$ cat src/include/apu_settings.svh
// --------------------------------------------------------------------
// Widths, depths and address map of the sound subsystem
// --------------------------------------------------------------------

`ifndef APU_SETTINGS_SVH
`define APU_SETTINGS_SVH

// Internal bus
`define APU_ADDR_W      16
`define APU_DATA_W      32

// Local word RAM
`define APU_RAM_DEPTH   512

// Audio path
`define APU_SAMPLE_W    16
`define APU_FIFO_AW     2
`define APU_PWM_W       8

// Peripheral pages, decoded through the page mask
`define APU_TIMER_BASE  16'hA000
`define APU_AOUT_BASE   16'h9000
`define APU_PAGE_MASK   16'hF000

`endif

$ cat src/source/apu_pkg.sv
// --------------------------------------------------------------------
// Shared types: AHB transfer type, register offsets, player state
// --------------------------------------------------------------------

package apu_pkg;

    // AHB-Lite HTRANS encoding
    typedef enum logic [1:0] {
        HTRANS_IDLE   = 2'b00,
        HTRANS_BUSY   = 2'b01,
        HTRANS_NONSEQ = 2'b10,
        HTRANS_SEQ    = 2'b11
    } htrans_e;

    // Timer byte offsets within its page
    typedef enum logic [4:0] {
        TIMER_CTRL  = 5'h00,
        TIMER_CMP   = 5'h04,
        TIMER_COUNT = 5'h08
    } timer_reg_e;

    // Audio output byte offsets within its page
    typedef enum logic [4:0] {
        AOUT_CSR      = 5'h00,
        AOUT_INTERVAL = 5'h04,
        AOUT_IRQLEVEL = 5'h08,
        AOUT_FIFO     = 5'h0C,
        AOUT_STATUS   = 5'h10
    } aout_reg_e;

    typedef enum logic {
        AOUT_IDLE = 1'b0,
        AOUT_PLAY = 1'b1
    } aout_state_e;

endpackage

$ cat src/source/apu_bus_if.sv
// --------------------------------------------------------------------
// Decoded internal register bus between decoder and peripherals
// --------------------------------------------------------------------

`include "apu_settings.svh"

interface apu_bus_if;

    logic                   stb;
    logic                   write;
    logic [`APU_ADDR_W-1:0] addr;
    logic [`APU_DATA_W-1:0] wdata;
    logic [`APU_DATA_W-1:0] rdata;

    // Decoder side
    modport ctrl (output stb, output write, output addr, output wdata, input rdata);

    // Peripheral side, rdata is registered and held until the next stb
    modport periph (input stb, input write, input addr, input wdata, output rdata);

endinterface

$ cat src/source/apu_timer.sv
// --------------------------------------------------------------------
// Free-running timer with compare interrupt
// --------------------------------------------------------------------

`include "apu_settings.svh"

module apu_timer (
    input  logic       clk_sys,
    input  logic       rst_n_sys,
    apu_bus_if.periph  bus,
    output logic       irq
);

    logic                   wr;
    logic                   enable_q;
    logic [`APU_DATA_W-1:0] cmp_q;
    logic [`APU_DATA_W-1:0] count_q;

    assign wr = bus.stb && bus.write;

    always_ff @(posedge clk_sys or negedge rst_n_sys) begin
        if (!rst_n_sys) begin
            enable_q <= 1'b0;
            cmp_q    <= '0;
            count_q  <= '0;
            irq      <= 1'b0;
        end else begin
            if (wr && bus.addr[4:0] == apu_pkg::TIMER_CTRL)
                enable_q <= bus.wdata[0];
            if (wr && bus.addr[4:0] == apu_pkg::TIMER_CMP)
                cmp_q <= bus.wdata;
            // A bus load wins over counting
            if (wr && bus.addr[4:0] == apu_pkg::TIMER_COUNT)
                count_q <= bus.wdata;
            else if (enable_q)
                count_q <= count_q + 1'b1;
            irq <= enable_q && (count_q >= cmp_q);
        end
    end

    // Read data
    always_ff @(posedge clk_sys) begin
        if (bus.stb && !bus.write) begin
            case (bus.addr[4:0])
                apu_pkg::TIMER_CTRL:  bus.rdata <= {{(`APU_DATA_W-1){1'b0}}, enable_q};
                apu_pkg::TIMER_CMP:   bus.rdata <= cmp_q;
                apu_pkg::TIMER_COUNT: bus.rdata <= count_q;
                default:              bus.rdata <= '0;
            endcase
        end
    end

endmodule

$ cat src/flat_wrapper.sv
// flat-port wrapper written by rule: the top's interface ports become plain ports
module apu_timer_flat 
  (clk_sys, rst_n_sys, irq, bus_stb, bus_write, bus_addr, bus_wdata, bus_rdata);
  apu_bus_if bus_i ();
  input  logic clk_sys;
  input  logic rst_n_sys;
  output logic irq;
  input wire logic [$bits(bus_i.stb)-1:0] bus_stb;
  input wire logic [$bits(bus_i.write)-1:0] bus_write;
  input wire logic [$bits(bus_i.addr)-1:0] bus_addr;
  input wire logic [$bits(bus_i.wdata)-1:0] bus_wdata;
  output wire logic [$bits(bus_i.rdata)-1:0] bus_rdata;
  assign bus_i.stb = bus_stb;
  assign bus_i.write = bus_write;
  assign bus_i.addr = bus_addr;
  assign bus_i.wdata = bus_wdata;
  assign bus_rdata = bus_i.rdata;
  apu_timer u_core (.clk_sys(clk_sys), .rst_n_sys(rst_n_sys), .bus(bus_i), .irq(irq));
endmodule
$ cat config.mk
export PLATFORM = sky130hd
export DESIGN_NAME = apu_timer_flat
export DESIGN_NICKNAME = d
export VERILOG_FILES = /design/src/source/apu_pkg.sv /design/src/source/apu_bus_if.sv /design/src/source/apu_timer.sv /design/src/flat_wrapper.sv
export VERILOG_INCLUDE_DIRS = /design/src /design/src/include
export SDC_FILE = /design/constraint.sdc
export NUM_CORES = 1
export LEC_CHECK = 0
export CAP_MARGIN = 10
export CORE_MARGIN = 3
export CORE_UTILIZATION = 54
export CTS_BUF_LIST = sky130_fd_sc_hd__clkbuf_8
export DETAILED_ROUTE_END_ITERATION = 10
export DONT_BUFFER_PORTS = 1
export PLACE_DENSITY = 0.69
export SYNTH_ARGS = -nofsm -noshare
export SYNTH_HDL_FRONTEND = slang
export SYNTH_SLANG_ARGS = --single-unit
$ cat constraint.sdc
create_clock -name clk_sys -period 2.18 [get_ports clk_sys]
set_clock_uncertainty 0.1 [all_clocks]
set_input_delay 0.109 -clock clk_sys [delete_from_list [all_inputs] [get_ports clk_sys]]
set_output_delay 0.109 -clock clk_sys [all_outputs]
set_load 0.02 [all_outputs]
# Word level (Yosys, flattened, before mapping)
# Index checks and enable logic that the tools add are counted.
# Widths: inputs -> output; s select.
[word_totals] register_bits=98 latchBits=0 ramBits=0 romBits=0 in_bits=52 word_cells=21 memories=0
[classes] addsub=1 mul=0 n_div=0 magnitude_cmp=1 eq_ne=2 n_shift=0 n_mux=3 bitwise_logic=0 n_reduce_logical=9
[ops] cell="$pmux 32 s3" n=1
[ops] cell="$mux 32" n=2
[ops] cell="$add 32x1->32 const B" n=1
[ops] cell="$ge 32x32->1" n=1
[ops] cell="$logic_and 1x1->1" n=6
[ops] cell="$eq 5x3->1 const B" n=1
[ops] cell="$eq 5x4->1 const B" n=1
[ops] cell="$logic_not 5->1" n=1
[ops] cell="$reduce_bool 2->1" n=1
[ops] cell="$logic_not 1->1" n=1

# Depth between registers and ports, before layout
# Gate-level depths: netlist of run 1.
[logic_depth] depth_word=3 mapped_depth=7 mapped_depth_nobuf=7

# Worst setup path before layout of run 1
# No wires, ideal clock.
[synth_path] path_kind="input-to-reg" startpoint="input bus_write" endpoint="register u_core.bus.rdata[0] (enable)" setup_ns=0.425 arrival_time_ns=1.561 t_required_ns=1.655 slack_ns=0.093 path_stages=1 path_cell_list="nor2b_1"
[synth_via] elab_chain_cells=2
[synth_lines] item="start: declaration" line="flat_wrapper.sv:9" text="input wire logic [$bits(bus_i.write)-1:0] bus_write;"
[synth_lines] item="$logic_not 1->1" line="apu_timer.sv:43" text="if (bus.stb && !bus.write) begin"
[synth_lines] item="$logic_and 1x1->1" line="apu_timer.sv:43"
[synth_lines] item="end signal: assignment" line="apu_timer.sv:45" text="apu_pkg::TIMER_CTRL: bus.rdata <= {{(`APU_DATA_W-1){1'b0}}, enable_q};"
[synth_lines] item="end signal: assignment" line="apu_timer.sv:46" text="apu_pkg::TIMER_CMP: bus.rdata <= cmp_q;"
[synth_lines] item="end signal: assignment" line="apu_timer.sv:47" text="apu_pkg::TIMER_COUNT: bus.rdata <= count_q;"
[synth_lines] item="end: declaration" line="apu_bus_if.sv:19" text="modport periph (input stb, input write, input addr, input wdata, output rdata);"
# Every way passes these cells.
# A chain may end at the register's enable or synchronous reset.

# Final worst setup path of run 1
[layout_path] startpoint="register u_core.count_q[0]" endpoint="register u_core.irq"
[layout_via] elab_chain_cells=2
[layout_lines] item="start: declaration" line="apu_timer.sv:17" text="logic [`APU_DATA_W-1:0] count_q;"
[layout_lines] item="start signal: assignment" line="apu_timer.sv:34" text="count_q <= bus.wdata;"
[layout_lines] item="start signal: assignment" line="apu_timer.sv:36" text="count_q <= count_q + 1'b1;"
[layout_lines] item="$ge 32x32->1" line="apu_timer.sv:37" text="irq <= enable_q && (count_q >= cmp_q);"
[layout_lines] item="$logic_and 1x1->1" line="apu_timer.sv:37"
[layout_lines] item="end signal: assignment" line="apu_timer.sv:37"
[layout_lines] item="end: declaration" line="apu_timer.sv:11" text="output logic irq"
# Every way passes these cells.

==> results.txt, run 1 <==
Status = finished, final reports clean
DR pass1 iterations = 5
Critical Path AT = 2.23 ns
Kind of critical path = flop to flop
Post-synth EDFFs = 32
Fin util = 65.24%
Die Wd = 104.5 um
Worst slew pin tran = 0.5289 ns
GPL Wtd Cong = 0.8318
Kind of cell adding the most delay to the critical path = compound AO/OA/AOI/OAI gates
Area Overhead vs Synth = 16.22%
Half-perimeter wire length after detailed placement = 7.899 mm
Vias = 3948
FF/Latch Area = 2613 um^2
Non-filler cells, final = 695
Clock share of power = 20.4%
Adder-Cell Fraction of Synth Area = 7.885%
Post-Place Worst Slack = -0.05589 ns
Combinational fraction of design power = 35.6%
Pwr per Cell Area = 977.4 nW/um^2
Critical-path top delay cell = a2111oi_4
Post-Synth XOR/XNOR Area = 5.018%
Sequential area share after synthesis = 49.89%
Final #Nets = 646
PortBufs = 0
Final WL = 12.01 mm
CP Data Required Time = 2.33 ns
Fin crit period = 2.083 ns
H-tree levels = 3
Avg Cell Area, Syn = 10.21 um^2
Switching pwr = 2154 uW
Period Utilization, post-route = 95.54%
Mux contribution to synthesized area = 0.8124%
Initial detailed-routing violation count = 286
TritonCTS Buffers = 9
Startpoint Class = flop
GRT overflow = 0
Clock transition at path regs = 0.09 ns
CP max stage delay = 0.38 ns
Leakage = 0.002508 uW
DR WL/cell = 17.29 um
Die area = 10910 um^2
Async S/R FF share, synth = 67.35%
Std cell rows = 35
Fill cell count = 745
Synth unique cells = 45
Reg power frac = 43.9%
Simple-gate share of the synthesized area = 15.65%
Main combinational cell family by area after synthesis = simple AND/OR/NAND/NOR gates
Root buffer cell = clkbuf_8
Synth Area in Compound Gates = 15.10%
Switching share of power = 36.22%
VDD IR max = 0.6109 mV
Commonest non-fill, non-tap cells in the layout = 66 x dfrtp_1, 49 x nand2_1, 42 x a21oi_1
Antenna Cells = 0
Area occupied by multi-input gates = 2374 um^2
IO Count = 85
Commonest non-fill, non-tap cell in the layout = dfrtp_1
Bufs on Longest Clock Path = 2
Seq cells post-synth = 98
Final setup viols = 0
Buffers & Inverters on Critical Path = 1
Mapped Area = 5236 um^2
Placed Instance Area = 5430 um^2
Fin. max-slew vios = 0
DRC viols = 0
Syn Inst Count = 513
Internal = 3794 uW
Worst hold margin = 0.02258 ns
Crit-path max FO = 2
Synth top area share = 31.54%
Starting Density = 56.14%
Routed vias/inst = 5.681
First-pass GRT wire length = 20.16 mm
CP cell instances = inv_1, ha_1, nand2b_1, a2111oi_4, o21ai_1, a2111oi_2, o21ai_0
Critical path endpoint category = flop
Rel. slew slack = 64.74%
Core area = 9328 um^2
Worst hold path type = input pin to flop
Total global-route track usage = 23.15%
Share of cells above drive strength 1 = 10.07%
Maximum clock frequency = 0.4801 GHz
Vias in the first global route = 3970
Setup slack after layout = 0.09724 ns
Synth Warn # = 0
Mapped Nets = 598
Area leader, netlist = dfrtp_1
Most area-consuming cells after synthesis = dfrtp_1 32%, edfxtp_1 18%, ha_1 7.9%
Routed Antenna Nets = 0
Ys flop type = dfrtp_1
Max-Cap Viols = 0
CTS tree = yes
Final hold violation count = 0
Sink Count = 98
Post-Place Cells = 638
Die Y = 104.5 um
Fin area = 6086 um^2
Initial antenna violation count = 0
Largest net degree at the start of global routing = 67
Clock Latency Late Sink = 0.36 ns
[layer usage]
| layer | share of wire [%] | up-vias | track usage [%] |
|---|---|---|---|
| met5 | 0 | - | 0 |
| met4 | 1.3 | 0 | 5.888 |
| met3 | 5.6 | 13 | 5.028 |
| met2 | 47 | 115 | 37.04 |
| met1 | 46 | 1904 | 32.18 |
| li1 | - | 1916 | - |
[cell families after synthesis]
group / after synthesis
buffers and inverters: 65
adder cells (fa/ha/maj): 33
AND/OR/NAND/NOR: 158
flip-flops: 98
multiplexers: 4
AO/OA/AOI/OAI: 125
XOR/XNOR: 30
[Yosys cell counts (2+ instances only)]
library cell and number:
and4_2 2, a21o_1 3, a211oi_1 2, nor2_1 39, clkbuf_1 9, a22o_1 30, inv_1 40, and2_1 4
nand3_2 2, nand2_1 49, a2111oi_0 2, edfxtp_1 32, nor4_1 4, nor3_1 11, buf_6 5, ha_1 33
mux2i_1 2, or3_1 2, nor4_2 4, o21ai_0 36, and3_1 6, buf_2 10, and4_1 4, xor2_1 6
o21a_1 3, nand4_1 8, nand3_1 17, xnor2_1 24, mux2_2 2, dfrtp_1 66, a21oi_1 42
[registers in the layout (all words and copies together) (netlist names)]
name              cells
u_core.count_q       32
u_core.bus.rdata     32
u_core.irq            1
u_core.cmp_q         32
u_core.enable_q       1
[final cells by class]
cell class | instances | share of cell area, %
tap | 129 | 2.652
inverter | 40 | 2.467
sequential | 98 | 42.93
multi-input combinational | 350 | 39.00
clock inverter | 6 | 1.069
clock buffer | 10 | 2.262
timing repair buffer | 62 | 9.622
[worst register-to-register path, stage by stage (launching register included)]
cell and delay, ns:
dfrtp_1 0.36, inv_1 0.05, ha_1 0.27, nand2b_1 0.18, a2111oi_4 0.38, o21ai_1 0.14
a2111oi_2 0.36, o21ai_0 0.13
[final timing paths]
path | slack [ns] | end | cells past startpoint | from
setup / recovery | 0.1 | u_core.irq | 7 | u_core.count_q[0]
hold / removal | 0.02 | u_core.cmp_q[0] | 2 | bus_write
setup reg to reg | 0.1 | u_core.irq | 7 | u_core.count_q[0]
hold reg to reg | 0.47 | u_core.bus.rdata[24] | 1 | u_core.cmp_q[24]
max in group asynchronous | 1.47 | u_core.cmp_q[18] | 2 | rst_n_sys
min in group asynchronous | 0.19 | u_core.cmp_q[1] | 2 | rst_n_sys
[stage by stage]
step | total power [uW] | setup TNS [ns]
after floorplan | 4034 | 0
after global placement | 4497 | -0.03320
after detailed placement | 4556 | -0.05589
after CTS | 5891 | 0
after global routing | 6390 | -0.02459
final | 5948 | 0
[timing repair]
action | CTS | global route
setup endpoints to repair | 1 | 1
resized for setup | 1 | 5
hold buffers | 39 | 2
pin swaps | 1 | 2
buffers inserted | 0 | 0
hold endpoints to repair | 137 | 1
[power by group through the flow]
stage / Combinational (uW) / Sequential (uW) / Clock, uW
3_3_place_gp: 1860 / 2640 / 0
5_1_grt: 2400 / 2660 / 1320
3_5_place_dp: 1900 / 2650 / 0
6_report: 2120 / 2610 / 1210
4_1_cts: 2040 / 2610 / 1240
2_1_floorplan: 1390 / 2650 / 0
Note: power is estimated with default switching activity, not from simulation.
==> run 2: changes to the inputs <==
--- a/config.mk
+++ b/config.mk
@@ -12,6 +12,7 @@
 export CTS_BUF_LIST = sky130_fd_sc_hd__clkbuf_8
 export DETAILED_ROUTE_END_ITERATION = 10
 export DONT_BUFFER_PORTS = 1
+export MAX_ROUTING_LAYER = met4
 export PLACE_DENSITY = 0.69
 export SYNTH_ARGS = -nofsm -noshare
 export SYNTH_HDL_FRONTEND = slang
==> results.txt, run 2 (synthesis gave the netlist of run 1 again) <==
Core area = 9328 um^2
DR WL/cell = 17.35 um
Starting Density = 56.14%
Fill cell count = 745
Status = finished, final reports clean
Startpoint Class = flop
Maximum clock frequency = 0.4780 GHz
IO Count = 85
Internal = 3794 uW
Switching pwr = 2162 uW
Design Power = 5956 uW
Vias = 3951
Routed vias/inst = 5.685
Final hold violation count = 0
DRC viols = 0
H-tree levels = 3
Buffers & Inverters on Critical Path = 1
GPL Wtd Cong = 0.8445
Share of cells above drive strength 1 = 10.07%
Post-Place Cells = 638
Period Utilization, post-route = 95.97%
TritonCTS Buffers = 9
Half-perimeter wire length after detailed placement = 7.899 mm
Critical path endpoint category = flop
Clock transition at path regs = 0.10 ns
Largest net degree at the start of global routing = 67
Combinational fraction of design power = 35.7%
PortBufs = 0
Worst slew pin tran = 0.5172 ns
DR pass1 iterations = 5
Vias in the first global route = 3966
Routed Antenna Nets = 0
CP Data Required Time = 2.33 ns
Top Registers = u_core.bus.rdata (32), u_core.cmp_q (32), u_core.count_q (32)
Rel. slew slack = 65.52%
Max-Cap Viols = 0
Post-CTS Setup Inserts = 0
CP max stage delay = 0.38 ns
Initial antenna violation count = 0
Area occupied by multi-input gates = 2374 um^2
Bufs on Longest Clock Path = 2
Initial detailed-routing violation count = 262
Final #Nets = 646
Commonest non-fill, non-tap cells in the layout = 66 x dfrtp_1, 49 x nand2_1, 42 x a21oi_1
First-pass GRT wire length = 20.15 mm
Sink Count = 98
Switching share of power = 36.29%
Clock share of power = 20.4%
Pwr per Cell Area = 978.6 nW/um^2
Die area = 10910 um^2
Critical-path top delay cell = a2111oi_4
VDD IR max = 0.6081 mV
Critical Path AT = 2.24 ns
CTS tree = yes
Post-Place Worst Slack = -0.05589 ns
Std cell rows = 35
Die Wd = 104.5 um
Die Y = 104.5 um
Reg power frac = 43.9%
Fin crit period = 2.092 ns
Leakage = 0.002508 uW
Commonest non-fill, non-tap cell in the layout = dfrtp_1
Final setup viols = 0
Crit-path max FO = 2
Fin. max-slew vios = 0
Area Overhead vs Synth = 16.22%
Antenna Cells = 0
Setup slack after layout = 0.08795 ns
Kind of critical path = flop to flop
Total global-route track usage = 23.82%
Worst hold path type = input pin to flop
Root buffer cell = clkbuf_8
CP cell instances = inv_1, ha_1, nand2b_1, a2111oi_4, o21ai_1, a2111oi_2, o21ai_0
Placed Instance Area = 5430 um^2
Final WL = 12.06 mm
Clock Latency Late Sink = 0.36 ns
Non-filler cells, final = 695
FF/Latch Area = 2613 um^2
Fin area = 6086 um^2
Kind of cell adding the most delay to the critical path = compound AO/OA/AOI/OAI gates
GRT overflow = 0
## run 2: area by class of cell
class / instances / area share [%]
repair buffers: 62 / 9.622
inverters: 40 / 2.467
clock inverters: 6 / 1.069
well taps: 129 / 2.652
flip-flops and latches: 98 / 42.93
multi-input cells: 350 / 39.00
clock buffers: 10 / 2.262
## run 2: metal layers
layer / part of all wire (%) / GRT usage [%] / wire, um / vias to the layer above
li1: - / - / - / 1910
met3: 5.7 / 4.469 / 688 / 17
met1: 46 / 32.71 / 5536 / 1901
met2: 47 / 36.85 / 5663 / 123
met4: 1.4 / 5.888 / 168 / 0
met5: 0 / - / 0 / -
## run 2: what timing repair did
action,4_1_cts,5_1_grt
setup endpoints to repair,1,1
endpoints found under the hold margin,137,1
hold buffers,39,2
gates resized for setup,1,5
pin swaps,1,2
## run 2: metrics by stage
stage	hold WS (ns)	TNS [ns]	util, %
2_1_floorplan	-0.2866	0	-
6_report	0.01956	0	65.24
5_1_grt	0.01595	-0.02261	65.24
3_3_place_gp	-0.2841	-0.03320	58.22
3_5_place_dp	-0.2842	-0.05589	58.22
4_1_cts	0.00004649	0	64.78
## run 2: power groups by stage
stage | clock network, uW | registers [uW] | logic [uW]
2_1_floorplan | 0 | 2650 | 1390
3_3_place_gp | 0 | 2640 | 1860
3_5_place_dp | 0 | 2650 | 1900
4_1_cts | 1240 | 2610 | 2040
5_1_grt | 1320 | 2670 | 2400
6_report | 1210 | 2610 | 2130
## run 2: path summary, 6_finish.rpt
path	startpoint	to	slack, ns	cells after the start
setup / recovery	u_core.count_q[0]	u_core.irq	0.09	7
hold / removal	bus_write	u_core.cmp_q[0]	0.02	2
setup reg to reg	u_core.count_q[0]	u_core.irq	0.09	7
hold reg to reg	u_core.cmp_q[24]	u_core.bus.rdata[24]	0.47	1
max in group asynchronous	rst_n_sys	u_core.count_q[19]	1.49	2
min in group asynchronous	rst_n_sys	u_core.cmp_q[1]	0.21	2
==> run 3: changes to the inputs <==
--- a/config.mk
+++ b/config.mk
@@ -13,7 +13,7 @@
 export DETAILED_ROUTE_END_ITERATION = 10
 export DONT_BUFFER_PORTS = 1
 export MAX_ROUTING_LAYER = met4
-export PLACE_DENSITY = 0.69
+export PLACE_DENSITY = 0.72
 export SYNTH_ARGS = -nofsm -noshare
 export SYNTH_HDL_FRONTEND = slang
 export SYNTH_SLANG_ARGS = --single-unit
==> constraint.sdc (replaced) <==
create_clock -name clk_sys -period 1.8 [get_ports clk_sys]
set_clock_uncertainty 0.1 [all_clocks]
set_input_delay 0.09 -clock clk_sys [delete_from_list [all_inputs] [get_ports clk_sys]]
set_output_delay 0.09 -clock clk_sys [all_outputs]
set_load 0.02 [all_outputs]
==> results.txt, run 3 (synthesis gave the netlist of run 1 again) <==
Status = finished with violations
Violated checks = setup timing
Die Wd = 104.5 um
VDD IR max = 0.7849 mV
CP cell instances = ha_1, a21o_1, a211oi_2, o21ai_2, a2111oi_4, o21ai_1
Fin crit period = 1.930 ns
Commonest non-fill, non-tap cells in the layout = 65 x dfrtp_1, 53 x buf_4, 48 x nand2_1
Core area = 9328 um^2
Critical Path AT = 2.07 ns
Fin area = 6699 um^2
Root buffer cell = clkbuf_8
Worst slew pin tran = 0.5530 ns
Kind of cell adding the most delay to the critical path = compound AO/OA/AOI/OAI gates
Routed Antenna Nets = 0
Rel. slew slack = 62.80%
Final setup viols = 3
FF/Latch Area = 2614 um^2
Setup slack after layout = -0.1300 ns
Bufs on Longest Clock Path = 2
Critical path endpoint category = flop
Die Y = 104.5 um
GPL Wtd Cong = 0.8605
Fin. max-slew vios = 0
First-pass GRT wire length = 21.48 mm
Final setup TNS = -0.2042 ns
Kind of critical path = flop to flop
Largest net degree at the start of global routing = 67
CTS tree = yes
CP max stage delay = 0.40 ns
Final WL = 13.62 mm
Sink Count = 98
Share of cells above drive strength 1 = 20.46%
Maximum clock frequency = 0.5181 GHz
Area occupied by multi-input gates = 2631 um^2
Buffers & Inverters on Critical Path = 0
Clock transition at path regs = 0.10 ns
Startpoint Class = flop
Clock Latency Late Sink = 0.37 ns
H-tree levels = 3
Final #Nets = 686
Fill cell count = 669
Vias in the first global route = 4272
Half-perimeter wire length after detailed placement = 8.446 mm
Period Utilization, post-route = 107.2%
DRC viols = 0
CP Data Required Time = 1.94 ns
Final hold violation count = 0
Placed Instance Area = 5698 um^2
Commonest non-fill, non-tap cell in the layout = dfrtp_1
Max-Cap Viols = 0
PortBufs = 0
Starting Density = 56.14%
Pwr per Cell Area = 1267 nW/um^2
TritonCTS Buffers = 9
IO Count = 85
Initial antenna violation count = 0
Area Overhead vs Synth = 27.93%
DR WL/cell = 18.52 um
Std cell rows = 35
DR pass1 iterations = 5
GRT overflow = 0
RSZ-0062 raised after global routing = true
Leakage = 0.002760 uW
Initial detailed-routing violation count = 299
Antenna Cells = 0
Die area = 10910 um^2
Crit-path max FO = 2
Critical-path top delay cell = dfrtp_1
Vias = 4265
Routed vias/inst = 5.803
Worst hold path type = input pin to flop
Total global-route track usage = 25.22%
Top Registers = u_core.bus.rdata (32), u_core.cmp_q (32), u_core.count_q (32)
## run 3: cell count changes in the layout (fill, tap and decap cells not counted), moves of 3 or more
cell	delta
nor3_2	+6
nor4_4	+7
nor3_1	-7
buf_4	+32
buf_6	+4
nor4_2	-3
nand3_4	+4
nor4_1	-4
and4_4	+4
## run 3: through the flow
stage	total power (uW)	hold WS [ns]	setup WS, ns	util (%)	instances
after floorplan	4886	-0.3056	-0.08300	-	513
after global placement	5833	-0.3035	-0.1843	61.09	671
after detailed placement	5948	-0.3039	-0.3599	61.09	671
after CTS	7881	0.005952	-0.1479	68.95	730
after global routing	8992	0.01518	-0.2218	71.82	735
final	8486	0.02446	-0.1300	71.82	735
## run 3: tightest hold or removal path, cell delays in order
cell     delay (ns)
and4_1         0.23
a21oi_1        0.09
nand2_1        0.05
## run 3: worst paths after layout
check | startpoint | endpoint | slack, ns | cells after the start
max in group asynchronous | rst_n_sys | u_core.count_q[9] | 1.15 | 2
min in group asynchronous | rst_n_sys | u_core.cmp_q[27] | 0.14 | 2
setup reg to reg | u_core.count_q[6] | u_core.irq | -0.13 | 6
hold reg to reg | u_core.cmp_q[21] | u_core.bus.rdata[21] | 0.47 | 1
hold / removal | bus_write | u_core.count_q[28] | 0.02 | 3
setup / recovery | u_core.count_q[6] | u_core.irq | -0.13 | 6
## run 3: cell type report
type	instances	area share, %
Inverter	40	2.241
Sequential cell	98	39.02
Clock buffer	9	1.849
Tap cell	129	2.409
Multi-Input combinational cell	351	39.28
Timing Repair Buffer	101	13.90
Clock inverter	7	1.307
## run 3: routing by layer
metal / GRT usage [%] / vias to the layer above / wire (um)
met1: 33.82 / 2046 / 5800
met2: 38.98 / 177 / 6486
met3: 4.593 / 36 / 929
li1: - / 2006 / -
met4: 8.452 / 0 / 398
met5: - / - / 0
## run 3: report_power, final
part / internal, uW / switching [uW] / leakage [uW]
logic: 1780 / 1990 / 0.00165
clock network: 772 / 795 / 0.000108
registers: 2740 / 407 / 0.00100
total: 5290 / 3200 / 0.00276
## run 3: repair_timing
action | in CTS | in global routing
cloned | 1 | 1
pin swaps | 5 | 26
endpoints found under the hold margin | 136 | 0
setup buffers | 2 | 4
hold buffers | 40 | 0
gates resized for setup | 21 | 46
endpoints found under the setup margin | 7 | 20
